===== src/rtl/conv2d_defines.svh =====
`ifndef CONV2D_DEFINES_SVH
`define CONV2D_DEFINES_SVH

// memory request widths
`define CONV2D_AWIDTH 32
`define CONV2D_DWIDTH 32

// kernel side, odd values only
`define CONV2D_WT_DIM 3

// fifo depths as log2
`define CONV2D_IN_LOGDEPTH 6
`define CONV2D_PE_LOGDEPTH 6
// output fifo holds a whole map, fm_dim up to 8
`define CONV2D_OUT_LOGDEPTH 6

`endif


===== src/rtl/conv2d_pkg.sv =====
`include "conv2d_defines.svh"

package conv2d_pkg;

    // one data word, wraps modulo 2^32
    typedef logic [`CONV2D_DWIDTH-1:0] word_t;

    typedef enum logic [2:0] {
        st_idle,
        st_load_wt,
        st_load_fm,
        // walk finished, output still draining
        st_last_write,
        st_store_fm
    } ctrl_state_e;

endpackage


===== src/rtl/conv2d_fifo.sv =====
module conv2d_fifo import conv2d_pkg::*; #(
    parameter type T        = word_t,
    parameter int  LOGDEPTH = 6
) (
    input  logic clk,
    input  logic write_counter_rst,

    input  logic enq_valid,
    input  T     enq_data,
    output logic enq_ready,

    output logic deq_valid,
    output T     deq_data,
    input  logic deq_ready
);
    localparam int DEPTH = 1 << LOGDEPTH;
    localparam logic [LOGDEPTH:0] FULL_COUNT = {1'b1, {LOGDEPTH{1'b0}}};

    T mem [DEPTH];

    logic [LOGDEPTH-1:0] wr_ptr;
    logic [LOGDEPTH-1:0] rd_ptr;
    logic [LOGDEPTH:0]   count;
    logic                push;
    logic                pop;

    assign deq_valid = (count != '0);
    assign deq_data  = mem[rd_ptr];
    // a pop frees the slot in the same cycle when full
    assign enq_ready = (count != FULL_COUNT) || deq_ready;

    assign push = enq_valid && enq_ready;
    assign pop  = deq_valid && deq_ready;

    always_ff @(posedge clk) begin
        if (push) begin
            mem[wr_ptr] <= enq_data;
        end
    end

    always_ff @(posedge clk) begin
        if (write_counter_rst) begin
            wr_ptr <= '0;
            rd_ptr <= '0;
            count  <= '0;
        end else begin
            if (push) begin
                wr_ptr <= wr_ptr + 1'b1;
            end
            if (pop) begin
                rd_ptr <= rd_ptr + 1'b1;
            end
            case ({push, pop})
                2'b10: count <= count + 1'b1;
                2'b01: count <= count - 1'b1;
                default: count <= count;
            endcase
        end
    end

endmodule


===== config.mk =====
export PLATFORM = sky130hd
export DESIGN_NAME = conv2d_fifo
export DESIGN_NICKNAME = d
export VERILOG_FILES = /design/src/rtl/conv2d_pkg.sv /design/src/rtl/conv2d_fifo.sv
export VERILOG_INCLUDE_DIRS = /design/src /design/src/rtl
export SDC_FILE = /design/constraint.sdc
export NUM_CORES = 2
export LEC_CHECK = 0
export BUFFER_PORTS_ARGS = -buffer_cell sky130_fd_sc_hd__buf_2
export CAP_MARGIN = 0
export CORE_ASPECT_RATIO = 0.5
export CORE_MARGIN = 10
export CORE_UTILIZATION = 30
export CTS_CLUSTER_SIZE = 40
export DETAILED_ROUTE_END_ITERATION = 10
export PLACE_DENSITY = 0.45
export SYNTH_ARGS = -nofsm -noshare
export SYNTH_HDL_FRONTEND = slang
export SYNTH_SLANG_ARGS = --single-unit

===== constraint.sdc =====
create_clock -name clk -period 3.2 [get_ports clk]
set_clock_uncertainty 0.05 [all_clocks]
set_input_delay 0.32 -clock clk [delete_from_list [all_inputs] [get_ports clk]]
set_output_delay 0.32 -clock clk [all_outputs]
set_load 0.02 [all_outputs]

==> flow_summary.yaml <==
run_status:
  status: "finished, violations left"
  violations: "setup timing"
synthesis:
  syn-instance-count: 3681
  synth.top_cells.by_area: "edfxtp_1 (77%), mux4_2 (12%), mux2i_1 (3.2%)"
  postSynthAreaPerCell_sq_um: 21.7
  synth.top_cell.area_share_pct: 77.0
  netlist_area_sq_mm: 0.0799
  synth.most_common_cell: "edfxtp_1"
  ys_warn_count: 0
  async_flop_share_pct: 0
  synth_cell_types: 61
  synth_seq_cells: 2073
  synthTopCellsByCount: "edfxtp_1 (2,048), mux4_2 (410), mux2i_1 (258), nor2_1 (97), buf_2 (92)"
  synth_flop_cell: "edfxtp_1"
  synth_edf_count: 2048
  yosysTopAreaCell: "edfxtp_1"
  ys_seq_area_share_pct: 77.6
  syn-num-nets: 3722
power_and_ir_drop:
  p_int_mw: 49.0
  sw_frac_of_total_pct: 25.2
  p_clk_share_pct: 34.9
  power_density_mw_per_mm2: 662
  combPwrFrac_pct: 19.2
  leakage_nw: 30.2
  seqPwrFrac_pct: 46.0
  power.switching_mw: 16.5
  ir_drop_v: 0.000404
worst_setup_path:
  critPathRequiredTime_ns: 2.83
  critPathArrivalTime_ns: 3.33
  path_class: "flip-flop to primary output"
  reg2reg_from: "count[5]"
  start_kind: "flip-flop"
  r2r-end: "mem[27][16]"
  rr_worst_depth: 8
  reg2reg_setup_slack_ns: 0.10
  end_kind: "primary output"
  cp_max_fo: 11
clock_network:
  cts.path.max_buffers: 4
  cts_tree: "built"
  clock_latency_ns: 0.86
  cts.clk_slew.worst_paths_ns: 0.06
  cts_made_buffers: 206
  htree_levels: 4
  cts-root-buf: "clkbuf_16"
  clock_sinks: 2073
timing:
  period_minus_slack_ns: 3.70
  slew_violations: 0
  rsz0062_at_grt: "true"
  layout_setup_ws_ns: -0.498
  period_share_pct: 116
  tightest_slew_ns: 1.35
  fin_setup_tns_ns: -12.80
  max_freq_mhz: 270
  finalHoldViolations: 0
  relSlewSlack_pct: 9.91
  whs_ns: 0.0125
  setup_viol_count_final: 32
floorplanning:
  fp.dieH_um: 385
  core_area_sq_mm: 0.264
  initial_utilization_pct: 30.3
  rows: 133
  io_pins: 70
  die_area_sq_mm: 0.289
  die_w_um: 750
placed_design:
  placed_area_sq_mm: 0.0884
  port_buffers: 69
  hpwl_um: 145000
  routabilityCongestion: 0.764
routing:
  viasPerCell: 5.13
  wirelength_um: 245000
  first_iter_violations: 4436
  drt-pass1-iter-count: 5
  vias: 40900
  drc_errors: 0
  wl_per_cell_um: 30.7
  antenna_violating_nets_post_route: 0
flow_run:
  maxCapViolations: 0
worst_hold_path:
  hold_class: "primary input to flip-flop"
  min_from: "enq_data[22]"
  min_path_cells: 1
  worstHoldEndpoint: "mem[30][22]"
grt:
  grt_pass1_wl_um: 335000
  grt_max_degree: 65
  grt.overflow.total: 0
  grt_usage_pct: 16.3
  antenna_found_initial: 14
  first_global_vias: 41300
cells_and_area:
  drive_gt1_share_pct: 36.9
  fillers: 24000
  nNetsFinal: 4356
  finalInstanceArea_sq_mm: 0.0990
  area_delta_synth_final_pct: 24.0
## placed cells by master (no fill, tap or decap), drive strengths merged, types with 3 or more instances in the layout
master / n
inv: 8
a211oi: 8
mux2: 37
or3: 10
ha: 5
mux4: 418
nand2: 68
nand4: 6
buf: 611
nor2: 101
o221ai: 23
xor2: 10
and3: 23
o22ai: 23
clkbuf: 273
nor3: 10
o21ai: 89
edfxtp: 2048
a22oi: 60
diode: 8
nand2b: 26
dlygate4sd3: 14
a221oi: 77
xnor2: 5
or4: 3
nand3: 7
mux2i: 258
o211ai: 3
a22o: 20
bufbuf: 4
bufinv: 11
a21oi: 53
dfxtp: 25
or2: 6
nor2b: 17
clkinv: 74
and2: 3
## worst max-delay path by stage
stage,from,endpoint,slack [ns],cells past startpoint
4_1_cts,flip-flop,deq_data[9],-0.63,10
3_5_place_dp,flip-flop,deq_data[21],-0.29,10
6_report,flip-flop,deq_data[8],-0.50,9
5_1_grt,flip-flop,deq_data[0],-0.59,12
2_1_floorplan,count[1],mem[59][0],-0.15,7
3_3_place_gp,flip-flop,deq_data[21],-0.29,10
## layer usage
| layer | global-route usage, % | wire length (um) | up-vias |
|---|---|---|---|
| met5 | 0 | 0 | - |
| met4 | 3.46 | 4730 | 0 |
| met3 | 2.81 | 15700 | 269 |
| met2 | 25.2 | 111000 | 1191 |
| met1 | 24.2 | 113000 | 22600 |
| li1 | - | - | 16900 |
## per-stage QoR
step	total power [mW]	cells	util [%]	worst slack, ns
after CTS	65.0	7891	36.8	-0.627
after detailed placement	40.4	7447	33.5	-0.292
after global routing	67.8	7977	37.5	-0.593
after global placement	40.3	7447	33.5	-0.286
after floorplan	36.4	3681	-	-0.150
final	65.5	7981	37.5	-0.498
## power by group through the flow
stage | clock network (mW) | logic [mW] | registers (mW)
2_1_floorplan | 0 | 5.76 | 30.7
3_3_place_gp | 0 | 9.66 | 30.7
3_5_place_dp | 0 | 9.74 | 30.7
4_1_cts | 23.4 | 11.5 | 30.1
5_1_grt | 24.4 | 13.3 | 30.1
6_report | 22.8 | 12.6 | 30.1
## kinds of logic after synthesis
kind of cell / synth area share (%)
AO/OA/AOI/OAI: 3.20
AND/OR/NAND/NOR: 1.76
buffers and inverters: 1.61
adder cells (fa/ha/maj): 0.0783
multiplexers: 15.6
flip-flops: 77.6
XOR/XNOR: 0.164
## critical path: stages (launching register included)
cell and delay [ns]:
dfxtp_4 0.44, buf_12 0.17, buf_16 0.17, mux4_2 0.52, mux4_2 0.58, nor2_4 0.12, buf_6 0.13, nor4_2 0.05
buf_4 0.16, buf_6 0.13
## sequential cells by signal, summed over array words and instances (netlist names), named ones only
signal and count:
mem 2048, count 7, rd_ptr 6, wr_ptr 6
## cell type report
cell class | count | area, sq um | share of cell area (%)
clock inverter | 91 | 698 | 0.705
antenna | 8 | 20.0 | 0.0202
timing repair buffer | 637 | 7580 | 7.65
clock buffer | 265 | 5420 | 5.47
sequential | 2073 | 62000 | 62.6
inverter | 4 | 15.0 | 0.0152
multi-input combinational | 1393 | 18900 | 19.1
tap | 3510 | 4390 | 4.43
## timing repair
action,CTS,global route
gates cloned,18,10
endpoints found under the hold margin,285,0
hold buffers,14,0
buffers inserted,58,84
gates resized for setup,371,223
setup endpoints to repair,54,53
pin swaps,44,59
No activity file was read; power rests on OpenSTA's default activity.
