`src/rtl/conv2d_defines.svh`:
```
`ifndef CONV2D_DEFINES_SVH
`define CONV2D_DEFINES_SVH

// memory request widths
`define CONV2D_AWIDTH 32
`define CONV2D_DWIDTH 32

// kernel side, odd values only
`define CONV2D_WT_DIM 3

// fifo depths as log2
`define CONV2D_IN_LOGDEPTH 6
`define CONV2D_PE_LOGDEPTH 6
// output fifo holds a whole map, fm_dim up to 8
`define CONV2D_OUT_LOGDEPTH 6

`endif

```
`src/rtl/conv2d_pkg.sv`:
```
`include "conv2d_defines.svh"

package conv2d_pkg;

    // one data word, wraps modulo 2^32
    typedef logic [`CONV2D_DWIDTH-1:0] word_t;

    typedef enum logic [2:0] {
        st_idle,
        st_load_wt,
        st_load_fm,
        // walk finished, output still draining
        st_last_write,
        st_store_fm
    } ctrl_state_e;

endpackage

```
`src/rtl/conv2d_pe.sv`:
```
`include "conv2d_defines.svh"

module conv2d_pe import conv2d_pkg::*; #(
    parameter int ROW = 0
) (
    input  logic        clk,
    input  logic        write_counter_rst,
    input  logic [31:0] fm_dim,

    input  word_t       pe_weight,
    input  logic        pe_weight_valid,
    input  word_t       pe_pixel,
    input  logic        pe_pixel_valid,
    input  logic        frame_start,

    output word_t       pe_result,
    output logic        pe_result_valid
);
    localparam int WT_DIM = `CONV2D_WT_DIM;
    localparam logic [31:0] WT_FIRST = ROW * WT_DIM;
    localparam logic [31:0] WT_LAST  = ROW * WT_DIM + WT_DIM - 1;
    localparam logic [31:0] WT_MAX   = WT_DIM * WT_DIM - 1;
    localparam logic [31:0] HALO     = WT_DIM - 1;
    localparam logic [31:0] ROW_Y    = ROW;

    logic [31:0] wt_cnt;
    logic [31:0] x_pos;
    logic [31:0] y_pos;
    logic [31:0] x_edge;
    logic        in_window;

    word_t weights [WT_DIM];
    // previous pixels of the row, oldest first
    word_t taps    [WT_DIM-1];
    word_t window  [WT_DIM];
    word_t dot;

    assign x_edge    = fm_dim + HALO - 32'd1;
    assign in_window = (y_pos >= ROW_Y) && (y_pos < ROW_Y + fm_dim) && (x_pos >= HALO);

    always_comb begin
        for (int k = 0; k < WT_DIM - 1; k++) begin
            window[k] = taps[k];
        end
        window[WT_DIM-1] = pe_pixel;
        dot = '0;
        // oldest pixel meets the first weight of the row
        for (int k = 0; k < WT_DIM; k++) begin
            dot = dot + window[k] * weights[k];
        end
    end

    always_ff @(posedge clk) begin
        if (pe_weight_valid && (wt_cnt >= WT_FIRST) && (wt_cnt <= WT_LAST)) begin
            weights[wt_cnt - WT_FIRST] <= pe_weight;
        end
        if (pe_pixel_valid) begin
            for (int k = 0; k < WT_DIM - 1; k++) begin
                taps[k] <= window[k+1];
            end
            pe_result <= dot;
        end
    end

    always_ff @(posedge clk) begin
        if (write_counter_rst) begin
            wt_cnt          <= '0;
            x_pos           <= '0;
            y_pos           <= '0;
            pe_result_valid <= 1'b0;
        end else begin
            pe_result_valid <= pe_pixel_valid && in_window;
            if (pe_weight_valid) begin
                wt_cnt <= (wt_cnt == WT_MAX) ? '0 : wt_cnt + 32'd1;
            end
            if (frame_start) begin
                x_pos <= '0;
                y_pos <= '0;
            end else if (pe_pixel_valid) begin
                if (x_pos == x_edge) begin
                    x_pos <= '0;
                    y_pos <= y_pos + 32'd1;
                end else begin
                    x_pos <= x_pos + 32'd1;
                end
            end
        end
    end

endmodule

```
`config.mk`:
```
export PLATFORM = sky130hd
export DESIGN_NAME = conv2d_pe
export DESIGN_NICKNAME = d
export VERILOG_FILES = /design/src/rtl/conv2d_pkg.sv /design/src/rtl/conv2d_pe.sv
export VERILOG_INCLUDE_DIRS = /design/src /design/src/rtl
export SDC_FILE = /design/constraint.sdc
export NUM_CORES = 2
export LEC_CHECK = 0
export ABC_AREA = 1
export BUFFER_PORTS_ARGS = -buffer_cell sky130_fd_sc_hd__buf_2
export CAP_MARGIN = 20
export CELL_PAD_IN_SITES_DETAIL_PLACEMENT = 1
export CELL_PAD_IN_SITES_GLOBAL_PLACEMENT = 2
export CORE_MARGIN = 2
export CORE_UTILIZATION = 38
export CTS_BUF_LIST = sky130_fd_sc_hd__clkbuf_8
export CTS_CLUSTER_DIAMETER = 40
export DETAILED_ROUTE_END_ITERATION = 12
export PLACE_DENSITY = 0.86
export SYNTH_ARGS = -nofsm -noshare
export SYNTH_HDL_FRONTEND = slang
export SYNTH_SLANG_ARGS = --single-unit
```
`constraint.sdc`:
```
create_clock -name clk -period 12.1 [get_ports clk]
set_input_delay 0 -clock clk [delete_from_list [all_inputs] [get_ports clk]]
set_output_delay 0 -clock clk [all_outputs]
set_load 0.01 [all_outputs]
```
==> metrics <==
vias in the first global route 57.6k; Initial Util 38.2%; DR WL met2 111 mm; largest net degree at the start of global routing 58; met3 WL post-DR 9.94 mm; syn avg cell area 7.98 um^2; status finished, final reports clean; Final Hold Vio Count 0; postcts setup bufs 0; commonest cells after routing, fill and taps aside inv_1 (2669), nand2_1 (2181), fa_1 (1336), ha_1 (418), edfxtp_1 (192); Worst setup EP type register; synth unique cells 64; initial DRC count 2739; CTS tree yes; Vert. Die Dim 416 um; DRC Markers 0; per-cell routed wire length 21.1 um; mapped cell area 0.0645 mm^2; Yosys reg bits 289; Worst Clk Skew 0.0875 ns; Worst Tran Pin Value 1.25 ns; Clk Latency, worst-skew pair 0.85 ns; Post-synth EDFFs 192; Critical Path AT 10.43 ns; H-Tree Depth 3; Final #Nets 10.0k; dpl hpwl 185 mm; Final Max Slew Viols 0; type of the worst setup path reg -> reg; Synth Net Count 9935; first-pass GRT wire length 343 mm; maximum buffer depth of the clock tree 3; Required @ worst endpoint 12.70 ns; routability cong. 0.906; Root Buffer clkbuf_8; fmax 0.102 GHz; Ys Warns 0; Highest Signal Layer met4; sequential element share of the synthesized area 12.0%; Core Area 0.169 mm^2; Util after Layout 41.5%; RSZ-0062 raised after global routing no; CP Max Fanout 22; Via Count 50.7k; slew margin rel. 16.5%; max cap viols 0; Post-synth top flop edfxtp_1; min cycle time layout 9.83 ns; Buffers on Ports 133; gr ovfl total 0; ys async rst share 0%; final period utilization 81.2%; setup_tns 0 ns; crit path launch type register; num rows 151; initial antenna violation count 14; TritonCTS Buffers 88; Via density 4.85; DRT Pass-1 Iters 5; CTS sink cnt 289; Die W 416 um; HP Class in -> reg; Clock Pin Slew Worst Setup and Hold Paths 0.06 ns; total wire length 221 mm; most common library cell in the layout ignoring fill and taps inv_1; Cells after Synth 8080; share of post-route cells with drive strength above 1 4.76%; DRT antenna net count 0; Top Ports 134; GR Util All Layers 26.2%; area growth from synthesis to layout 8.81%; M1 WL 87.7 mm; total die area 0.173 mm^2; Setup Viol. Count Final 0
==> worst paths after layout <==
check	from	endpoint	slack (ns)	cells after the start
max	weights[2][10]	pe_result[31]	2.27	27
min	pe_weight[15]	weights[0][15]	0.05	2
min reg2reg	wt_cnt[20]	wt_cnt[20]	0.48	1
max reg2reg	weights[2][10]	pe_result[31]	2.27	27
==> Yosys cell counts, types with 3 or more instances <==
| library cell | n | share of area [%] |
|---|---|---|
| buf_1 | 42 | 0.24 |
| a211oi_1 | 3 | 0.035 |
| buf_6 | 3 | 0.052 |
| fa_1 | 1336 | 41 |
| nand2_1 | 2181 | 13 |
| buf_2 | 6 | 0.047 |
| nor2_2 | 8 | 0.078 |
| edfxtp_1 | 192 | 8.9 |
| a31oi_1 | 3 | 0.029 |
| nand3b_1 | 23 | 0.27 |
| dfxtp_1 | 97 | 3.0 |
| o211ai_1 | 4 | 0.047 |
| nand2_4 | 3 | 0.052 |
| nor4_1 | 37 | 0.36 |
| xnor2_1 | 50 | 0.68 |
| o21ai_0 | 30 | 0.23 |
| clkbuf_1 | 270 | 1.6 |
| nor4_2 | 3 | 0.058 |
| nand4_1 | 70 | 0.68 |
| nor3b_1 | 12 | 0.14 |
| nand3_1 | 136 | 1.1 |
| inv_1 | 2652 | 15 |
| nor3_1 | 60 | 0.47 |
| o21a_1 | 3 | 0.035 |
| nand3_2 | 3 | 0.047 |
| xor2_1 | 127 | 1.7 |
| ha_1 | 418 | 8.1 |
| a21oi_1 | 95 | 0.74 |
| buf_12 | 3 | 0.093 |
| o21bai_1 | 3 | 0.035 |
| buf_4 | 4 | 0.047 |
| nor2_1 | 161 | 0.94 |
==> through the flow <==
step	hold WS (ns)	cell area (um^2)	cells	setup WS, ns
6_report	0.0527	70200	10458	2.27
5_1_grt	0.0203	70200	10456	2.07
4_1_cts	0.000310	70100	10446	2.52
3_5_place_dp	0.276	67300	10194	2.46
3_3_place_gp	0.274	67300	10194	2.64
2_1_floorplan	0.0989	64500	8080	3.65
==> timing repair <==
item,4_1_cts,5_1_grt
hold endpoints to repair,222,0
gates resized for setup,0,0
endpoints found under the setup margin,0,0
hold buffers,91,0
==> critical path, stage by stage (launching register included) <==
cell and delay [ns]:
edfxtp_1 1.18, nand2_1 0.19, fa_1 0.60, inv_1 0.05
fa_1 0.50, inv_1 0.06, fa_1 0.50, inv_1 0.06
fa_1 0.55, fa_1 0.57, inv_1 0.05, fa_1 0.50
fa_1 0.71, fa_1 0.48, fa_1 0.50, inv_1 0.05
fa_1 0.54, inv_1 0.07, fa_1 0.48, inv_1 0.04
ha_1 0.43, inv_1 0.12, nor3_1 0.32, nand2_1 0.13
o2111ai_1 0.64, nand2_1 0.14, nand2_1 0.10, inv_1 0.05
==> area by class of cell <==
cell class              instances  area [um^2]
fillers                     20567        98700
multi-input cells            4808        45500
inverters                    2655         9970
flip-flops and latches        289         7710
well taps                    2218         2780
repair buffers                317         2320
clock buffers                  93         1280
clock inverters                68          579
diodes                         10         25.0
==> registers in the layout, summed over array words and instances (netlist names) <==
signal           count
taps                64
y_pos               32
weights             96
pe_result_valid      1
wt_cnt              32
pe_result           32
x_pos               32
==> per-layer routing <==
metal	track usage, %	up-vias
met3	2.83	375
met1	32.3	26306
met4	12.0	0
met2	46.2	1217
li1	-	22820
met5	0	-
==> cell families (layout without fill, tap and decap cells) <==
logic type | count (synthesis) | after routing | synth area share, %
buffers and inverters | 2983 | 3133 | 17.5
AND/OR/NAND/NOR | 2715 | 2715 | 17.1
adder cells (fa/ha/maj) | 1754 | 1754 | 49.6
flip-flops | 289 | 289 | 12.0
XOR/XNOR | 179 | 179 | 2.47
AO/OA/AOI/OAI | 160 | 160 | 1.40
other | 0 | 10 | 0
Power is not shown: default switching activity piles up to over one toggle a cycle in this logic, so the estimate is an artifact.
