[src/rtl/conv2d_defines.svh]
`ifndef CONV2D_DEFINES_SVH
`define CONV2D_DEFINES_SVH

// memory request widths
`define CONV2D_AWIDTH 32
`define CONV2D_DWIDTH 32

// kernel side, odd values only
`define CONV2D_WT_DIM 3

// fifo depths as log2
`define CONV2D_IN_LOGDEPTH 6
`define CONV2D_PE_LOGDEPTH 6
// output fifo holds a whole map, fm_dim up to 8
`define CONV2D_OUT_LOGDEPTH 6

`endif

[src/rtl/conv2d_pkg.sv]
`include "conv2d_defines.svh"

package conv2d_pkg;

    // one data word, wraps modulo 2^32
    typedef logic [`CONV2D_DWIDTH-1:0] word_t;

    typedef enum logic [2:0] {
        st_idle,
        st_load_wt,
        st_load_fm,
        // walk finished, output still draining
        st_last_write,
        st_store_fm
    } ctrl_state_e;

endpackage

[src/rtl/conv2d_accumulate.sv]
`include "conv2d_defines.svh"

module conv2d_accumulate import conv2d_pkg::*; (
    input  logic        clk,
    input  logic        write_counter_rst,
    input  logic [31:0] fm_dim,

    input  logic        pe_fifo_valid [`CONV2D_WT_DIM],
    input  word_t       pe_fifo_data  [`CONV2D_WT_DIM],
    output logic        pe_fifo_ready [`CONV2D_WT_DIM],

    output word_t       sum_data,
    output logic        sum_valid,
    input  logic        sum_ready,

    output logic        map_done
);
    localparam int WT_DIM = `CONV2D_WT_DIM;

    logic [31:0] word_cnt;
    logic        all_valid;
    logic        fire;
    logic        last_word;

    always_comb begin
        all_valid = 1'b1;
        sum_data  = '0;
        for (int i = 0; i < WT_DIM; i++) begin
            all_valid = all_valid && pe_fifo_valid[i];
            sum_data  = sum_data + pe_fifo_data[i];
        end
    end

    // heads leave together
    always_comb begin
        for (int i = 0; i < WT_DIM; i++) begin
            pe_fifo_ready[i] = all_valid && sum_ready;
        end
    end

    assign sum_valid = all_valid;
    assign fire      = all_valid && sum_ready;
    assign last_word = (word_cnt + 32'd1 == fm_dim * fm_dim);

    always_ff @(posedge clk) begin
        if (write_counter_rst) begin
            word_cnt <= '0;
            map_done <= 1'b0;
        end else begin
            map_done <= fire && last_word;
            if (fire) begin
                word_cnt <= last_word ? '0 : word_cnt + 32'd1;
            end
        end
    end

endmodule

[config.mk]
export PLATFORM = sky130hd
export DESIGN_NAME = conv2d_accumulate
export DESIGN_NICKNAME = d
export VERILOG_FILES = /design/src/rtl/conv2d_pkg.sv /design/src/rtl/conv2d_accumulate.sv
export VERILOG_INCLUDE_DIRS = /design/src /design/src/rtl
export SDC_FILE = /design/constraint.sdc
export NUM_CORES = 1
export LEC_CHECK = 0
export BUFFER_PORTS_ARGS = -buffer_cell sky130_fd_sc_hd__buf_2
export CAP_MARGIN = 10
export CORE_MARGIN = 2
export CORE_UTILIZATION = 44
export DETAILED_ROUTE_END_ITERATION = 12
export GPL_TIMING_DRIVEN = 0
export SLEW_MARGIN = 20
export SYNTH_ARGS = -nofsm -noshare
export SYNTH_HDL_FRONTEND = slang
export SYNTH_SLANG_ARGS = --single-unit
[constraint.sdc]
create_clock -name clk -period 10.2 [get_ports clk]
set_clock_uncertainty 0.2 [all_clocks]
set_input_delay 1.02 -clock clk [delete_from_list [all_inputs] [get_ports clk]]
set_output_delay 1.02 -clock clk [all_outputs]
set_load 0.02 [all_outputs]
==> results of run 1 <==
-- cell usage in the layout (no fill, tap or decap), types with 10 or more instances in the layout --
| cell | n |
|---|---|
| sky130_fd_sc_hd__a21o_1 | 20 |
| sky130_fd_sc_hd__a21oi_1 | 56 |
| sky130_fd_sc_hd__and2_1 | 124 |
| sky130_fd_sc_hd__and3_1 | 11 |
| sky130_fd_sc_hd__buf_2 | 175 |
| sky130_fd_sc_hd__clkbuf_1 | 36 |
| sky130_fd_sc_hd__clkbuf_2 | 11 |
| sky130_fd_sc_hd__dfxtp_1 | 33 |
| sky130_fd_sc_hd__fa_1 | 396 |
| sky130_fd_sc_hd__ha_1 | 157 |
| sky130_fd_sc_hd__inv_1 | 390 |
| sky130_fd_sc_hd__nand2_1 | 180 |
| sky130_fd_sc_hd__nand2b_1 | 12 |
| sky130_fd_sc_hd__nand3_1 | 28 |
| sky130_fd_sc_hd__nand4_1 | 19 |
| sky130_fd_sc_hd__nor2_1 | 79 |
| sky130_fd_sc_hd__nor2b_1 | 10 |
| sky130_fd_sc_hd__nor3_1 | 20 |
| sky130_fd_sc_hd__o21ai_0 | 34 |
| sky130_fd_sc_hd__xnor2_1 | 119 |
| sky130_fd_sc_hd__xor2_1 | 41 |
-- logic make-up (layout without fill, tap and decap cells) --
kind of cell | Yosys count | in the layout | synth area share (%)
muxes | 4 | 4 | 0.2503
buffers and inverters | 454 | 622 | 9.963
xor gates and xnor gates | 160 | 160 | 8.011
DFF | 33 | 33 | 3.777
and+or+nand+nor | 522 | 522 | 15.03
adders and majority gates | 554 | 554 | 56.61
AOI/OAI and AO/OA | 172 | 172 | 6.366
-- state kept, by name (all words and copies together), names as in the netlist --
| register | flops |
|---|---|
| map_done | 1 |
| word_cnt | 32 |
-- final cells by class --
cell class / instances / area, µm² / area share, %
inverters: 390 / 1464 / 7.662
flip-flops and latches: 33 / 660.6 / 3.458
repair buffers: 166 / 830.8 / 4.348
clock buffers: 8 / 136.4 / 0.7138
plain buffers: 58 / 269.0 / 1.408
multi-input cells: 1412 / 15090 / 78.97
well taps: 525 / 656.9 / 3.438
-- metrics by stage --
step | std cells | util [%] | hold slack, ps
2_1_floorplan | 1899 | - | 269.1
3_3_place_gp | 2590 | 48.10 | 290.8
3_5_place_dp | 2590 | 48.10 | 298.3
4_1_cts | 2596 | 48.44 | 305.3
5_1_grt | 2592 | 48.42 | 336.3
6_report | 2592 | 48.42 | 302.5
-- worst max-delay path: cells and delay by family --
family	cells	cell delay [ps]
adders and majority gates	9	4470
and+or+nand+nor	4	630
buffers and inverters	7	1400
AOI/OAI and AO/OA	7	1770
muxes	1	390
-- worst paths after layout --
kind | endpoint | slack (ps)
setup / recovery | word_cnt[3] | 450
hold / removal | word_cnt[1] | 300
setup reg to reg | word_cnt[3] | 5830
hold reg to reg | word_cnt[1] | 300
-- what timing repair did --
item,CTS,global route
endpoints found under the setup margin,29,30
hold endpoints to repair,0,0
resized for setup,3,16
cloned,0,0
-- metal layers --
layer	track usage, %	share of wire [%]
met1	32.93	44
met2	38.96	48
met3	2.461	5.3
met4	5.918	2.7
met5	0	0
==> parameters.txt, run 1 <==
Parameter                              Value

Drt
  Drt via density ... a little over 5
  Post-Route WL ... 45,620 µm
  Initial drt markers ... 692
  Number of routed nets with antenna violations ... 0
  Detailed-route DRC error count ... 0
  Per-cell routed wire length ... about 18 µm
  Total via count after detailed routing ... 13,140
  Detailed-routing iteration count for the pre-antenna-repair pass ... 5

STA
  Minimum setup slack in the final design ... 450.7 ps
  Fin. max-slew vios ... 0
  Final count of negative-setup-slack endpoints ... 0
  Time the final worst path needs with I/O delays and setup ... between 9000 and 10,000 ps
  Slew of the pin with the lowest slew margin ... between 800 and 900 ps
  Fin crit share ... between 90% and 100%
  F_max ... approximately 0.10 GHz
  Total Negative Setup Slacks ... 0 ps
  Count of final hold-check violations ... 0
  RSZ-0062 raised after global routing ... no
  Worst slew margin relative to its limit ... 41.68%

Logic synthesis
  Most repeated cell in the gate-level netlist after synthesis ... sky130_fd_sc_hd__fa_1
  Sequential-to-total area share from yosys stat ... under 10%
  Post-synthesis average cell area ... roughly 9.2 µm²
  Most instantiated flip-flop cell in the synthesis netlist ... sky130_fd_sc_hd__dfxtp_1
  Synthesized netlist cell count ... between 1,500 and 2,000
  Portion of synthesized cell area occupied by the leading cell type ... between 40% and 50%
  Number of enable flip-flop cells after synthesis ... 0
  Leading area contributor after synthesis ... sky130_fd_sc_hd__fa_1
  Ranking of synthesized cells by area ... sky130_fd_sc_hd__fa_1, sky130_fd_sc_hd__ha_1, sky130_fd_sc_hd__inv_1, sky130_fd_sc_hd__xnor2_1, sky130_fd_sc_hd__and2_1
  Most instantiated cells after synthesis ... sky130_fd_sc_hd__fa_1, sky130_fd_sc_hd__inv_1, sky130_fd_sc_hd__nand2_1
  Unique masters post-synth ... between 60 and 70
  Synth Cell Area ... ~17,000 µm²
  Net count after synthesis ... approximately 2,600
  Fraction of registers with async set or reset after synthesis ... 0%
  Warnings from Yosys ... 0
  Flip-flop and latch count after synthesis ... 33

Clock tree
  Clock Pin Slew Worst Setup and Hold Paths ... ~50 ps
  Clock sinks ... 33
  TritonCTS Buffers ... 5
  Post-CTS Repair Setup Buffers ... 0
  CTS tree ... yes
  CTS max path bufs ... 2
  Root Buffer Master ... sky130_fd_sc_hd__clkbuf_16
  CTS Hold Bufs ... 0
  H-Tree Level Count ... 2
  Clock latency at the later pin of the worst-skew pair ... 280 ps

Worst hold path
  Number of cells traversed by the worst hold path ... 2
  Hold path startpoint ... word_cnt[1]
  Worst hold path type ... reg -> reg

Job
  Max-cap violations ... 0

Layout
  Synth-to-layout area growth ... 9.227%
  Share of layout cells above drive strength 1 ... between 10% and 20%
  # nets final ... 2,753
  Final design area excluding fillers ... roughly 19,000 µm²
  Fill cell count ... a little under 4,000
  Number of inserted diodes ... 0

Place
  Cell area after placement ... about 19,000 µm²
  Pre-CTS worst setup slack ... -521.1 ps
  Port Buffer Count ... around 170
  Last weighted congestion value of the routability-driven placer ... 0.9041
  Post-DP HPWL ... around 41,000 µm

Critical path
  Data arrival at the endpoint of the critical path ... about 9700 ps
  Highest cell delay on the worst timing path ... 640 ps
  CP Launch Point ... fm_dim[7]
  Top fanout value on the critical path ... 10
  Type of origin of the critical path ... input port
  Cell type with the highest occurrence count on the critical path ... sky130_fd_sc_hd__fa_1
  Req. time, crit path ... around 10,000 ps
  Worst Setup End Kind ... flip-flop
  Reg-to-Reg Start ... word_cnt[0]
  Startpoint-to-endpoint class of the critical path ... in -> reg
  Cell with the biggest individual delay on the critical path ... sky130_fd_sc_hd__clkbuf_1
  Number of cell instances on the worst register-to-register path ... 14

Floorplan
  Die area ... ~41,000 µm²
  # IOs ... 171
  Number of standard-cell rows in the floorplan ... 73
  Starting utilization of the core area ... approximately 44%
  Width of the chip ... around 200 µm
  Die Y ... between 200 and 250 µm
  Standard cell core area ... 39,460 µm²

Global route
  Global-route total usage across every layer ... between 20% and 30%
  Global-route wire length before repair ... between 70,000 and 80,000 µm
  Vias in the first global route ... roughly 14,000
  Number of antenna violations at the first check in global routing ... 0
  Pin count of the biggest net entering global routing ... 18
  Leftover overflow at the end of global routing ... 0

Run status
  Result of the run ... complete, no violations
Power of run 1 is not shown: default switching activity piles up to over one toggle a cycle in this logic, so the estimate is an artifact.
==> inputs of run 2 (changes only) <==
Settings changed: MAX_ROUTING_LAYER set to met4.
==> run 2 against run 1 <==
Against the previous run: flip-flop and latch count is the same; fmax grew 0.15%; setup slack gained 14 ps; wire length shrank 0.14%; register-to-register slack is essentially flat; sequential share of layout area is the same; cell area is the same; global-route usage grew 0.71 points; critical endpoint unchanged.
==> parameters.txt, run 2 (same netlist as run 1, synthesis figures left out) <==
Parameter                              Value

Floorplan
  Starting utilization of the core area ... 44.33% (unchanged)
  Die Y ... 203.4 µm (unchanged)
  Number of standard-cell rows in the floorplan ... 73 (unchanged)
  # IOs ... 171 (unchanged)
  Standard cell core area ... 39,460 µm² (unchanged)
  Die area ... 41,370 µm² (unchanged)
  Width of the chip ... 203.4 µm (unchanged)

Job
  Max-cap violations ... 0 (unchanged)

Global route
  Global-route total usage across every layer ... 24.16% (was 23.46%)
  Vias in the first global route ... 14,330 (about the same)
  Leftover overflow at the end of global routing ... 0 (unchanged)
  Pin count of the biggest net entering global routing ... 18 (unchanged)
  Global-route wire length before repair ... 75,840 µm (was 75,870 µm)
  Number of antenna violations at the first check in global routing ... 0 (unchanged)

Critical path
  CP delay by family, top ... adder cells (unchanged)
  Highest cell delay on the worst timing path ... 620 ps (was 640 ps)
  Startpoint-to-endpoint class of the critical path ... in -> reg (unchanged)
  Cell with the biggest individual delay on the critical path ... sky130_fd_sc_hd__fa_1 (was sky130_fd_sc_hd__clkbuf_1)
  Critical path buffers and inverters ... 7 (unchanged)
  Worst Setup End Kind ... flip-flop (unchanged)
  Minimum setup slack among reg-to-reg paths ... 5820 ps (was 5830 ps)
  Stages on the worst setup path ... 28 (unchanged)
  Number of cell instances on the worst register-to-register path ... 14 (unchanged)
  Data arrival at the endpoint of the critical path ... 9700 ps (was 9720 ps)
  Top fanout value on the critical path ... 10 (unchanged)
  Type of origin of the critical path ... input port (unchanged)
  Req. time, crit path ... 10,170 ps (about the same)
  Cell type with the highest occurrence count on the critical path ... sky130_fd_sc_hd__fa_1 (unchanged)

Layout
  Number of inserted diodes ... 0 (unchanged)
  Share of layout cells above drive strength 1 ... 10.30% (unchanged)
  Non-filler instance count after layout ... 2,592 (unchanged)
  # nets final ... 2,753 (unchanged)
  Most common library cell in the layout ignoring fill and taps ... sky130_fd_sc_hd__fa_1 (unchanged)
  Largest register by flop count ... word_cnt (unchanged)
  Largest registers ... word_cnt (32), map_done (1) (unchanged)
  Max FFs per register ... 32 (unchanged)
  Synth-to-layout area growth ... 9.227% (unchanged)
  Highest-count cells in the layout ignoring fill and taps ... sky130_fd_sc_hd__fa_1, sky130_fd_sc_hd__inv_1, sky130_fd_sc_hd__nand2_1 (unchanged)
  Final Util ... 48.42% (unchanged)

STA
  RSZ-0062 raised after global routing ... no (unchanged)
  F_max ... 0.1027 GHz (was 0.1026 GHz)
  Final worst hold slack ... 302.5 ps (about the same)
  Count of final hold-check violations ... 0 (unchanged)
  Time the final worst path needs with I/O delays and setup ... 9735 ps (was 9749 ps)
  Fin crit share ... 95.44% (was 95.58%)
  Slew of the pin with the lowest slew margin ... 871.4 ps (was 852.8 ps)
  Final count of negative-setup-slack endpoints ... 0 (unchanged)
  Fin. max-slew vios ... 0 (unchanged)
  Minimum setup slack in the final design ... 465.2 ps (was 450.7 ps)
  Worst slew margin relative to its limit ... 40.41% (was 41.68%)

Drt
  Detailed-route DRC error count ... 0 (unchanged)
  Total via count after detailed routing ... 13,140 (about the same)
  Number of routed nets with antenna violations ... 0 (unchanged)
  Initial drt markers ... 733 (was 692)
  Detailed-routing iteration count for the pre-antenna-repair pass ... 5 (unchanged)
  Per-cell routed wire length ... 17.58 µm (was 17.60 µm)
  Drt via density ... 5.071 (was 5.070)
  Post-Route WL ... 45,560 µm (was 45,620 µm)

Clock tree
  TritonCTS Buffers ... 5 (unchanged)
  CTS tree ... yes (unchanged)
  Clock sinks ... 33 (unchanged)
  Clock Pin Slew Worst Setup and Hold Paths ... 50 ps (about the same)
  Clock latency at the later pin of the worst-skew pair ... 280 ps (about the same)
  H-Tree Level Count ... 2 (unchanged)
  Root Buffer Master ... sky130_fd_sc_hd__clkbuf_16 (unchanged)
  CTS max path bufs ... 2 (unchanged)
  CTS Hold Bufs ... 0 (unchanged)

Run status
  Result of the run ... complete, no violations (unchanged)

Worst hold path
  Number of cells traversed by the worst hold path ... 2 (unchanged)
  Worst hold path type ... reg -> reg (unchanged)

Place
  Cells after DPL ... 2,590 (unchanged)
  Port Buffer Count ... 166 (unchanged)
  Post-DP HPWL ... 40,530 µm (unchanged)
  Pre-CTS worst setup slack ... -521.1 ps (unchanged)
  Last weighted congestion value of the routability-driven placer ... 0.9196 (was 0.9041)
==> run 2: cell counts in the layout (fill, tap and decap cells not counted) <==
Identical to the previous run, type by type.
==> run 2: path summary, 6_finish.rpt <==
path | from | to
max | fm_dim[7] | word_cnt[3]
max reg2reg | word_cnt[0] | word_cnt[3]
min | word_cnt[1] | word_cnt[1]
min reg2reg | word_cnt[1] | word_cnt[1]
==> run 2: metrics by stage <==
stage,TNS [ps],area (µm²)
after CTS,0,19110
after floorplan,0,17490
after global placement,-15000,18980
after detailed placement,-13190,18980
final,0,19110
after global routing,0,19110
==> run 2: per-layer routing <==
metal | track usage [%] | share of wire, %
met2 | 38.88 | 48
met1 | 32.94 | 44
met3 | 2.477 | 5.2
met4 | 6.022 | 2.7
met5 | - | 0
==> run 2: final cells by class <==
class                   instances  area (µm²)
plain buffers                  58       269.0
well taps                     525       656.9
inverters                     390        1464
repair buffers                166       830.8
clock buffers                   8       136.4
multi-input cells            1412       15090
flip-flops and latches         33       660.6
fillers                      3883       20350
==> run 2: timing repair <==
| item | in CTS | in global routing |
|---|---|---|
| setup buffers | 0 | 0 |
| hold endpoints to repair | 0 | 0 |
| endpoints found under the setup margin | 29 | 30 |
| resized for setup | 3 | 16 |
==> run 2: worst reg2reg max path: cells and delay by family, from the launching register on <==
family / cells / cell delay [ps]
adders and majority gates: 1 / 270
DFF: 1 / 440
buffers and inverters: 2 / 340
AOI/OAI and AO/OA: 3 / 1250
and+or+nand+nor: 8 / 1760
Power of run 2 is left out for the same reason.
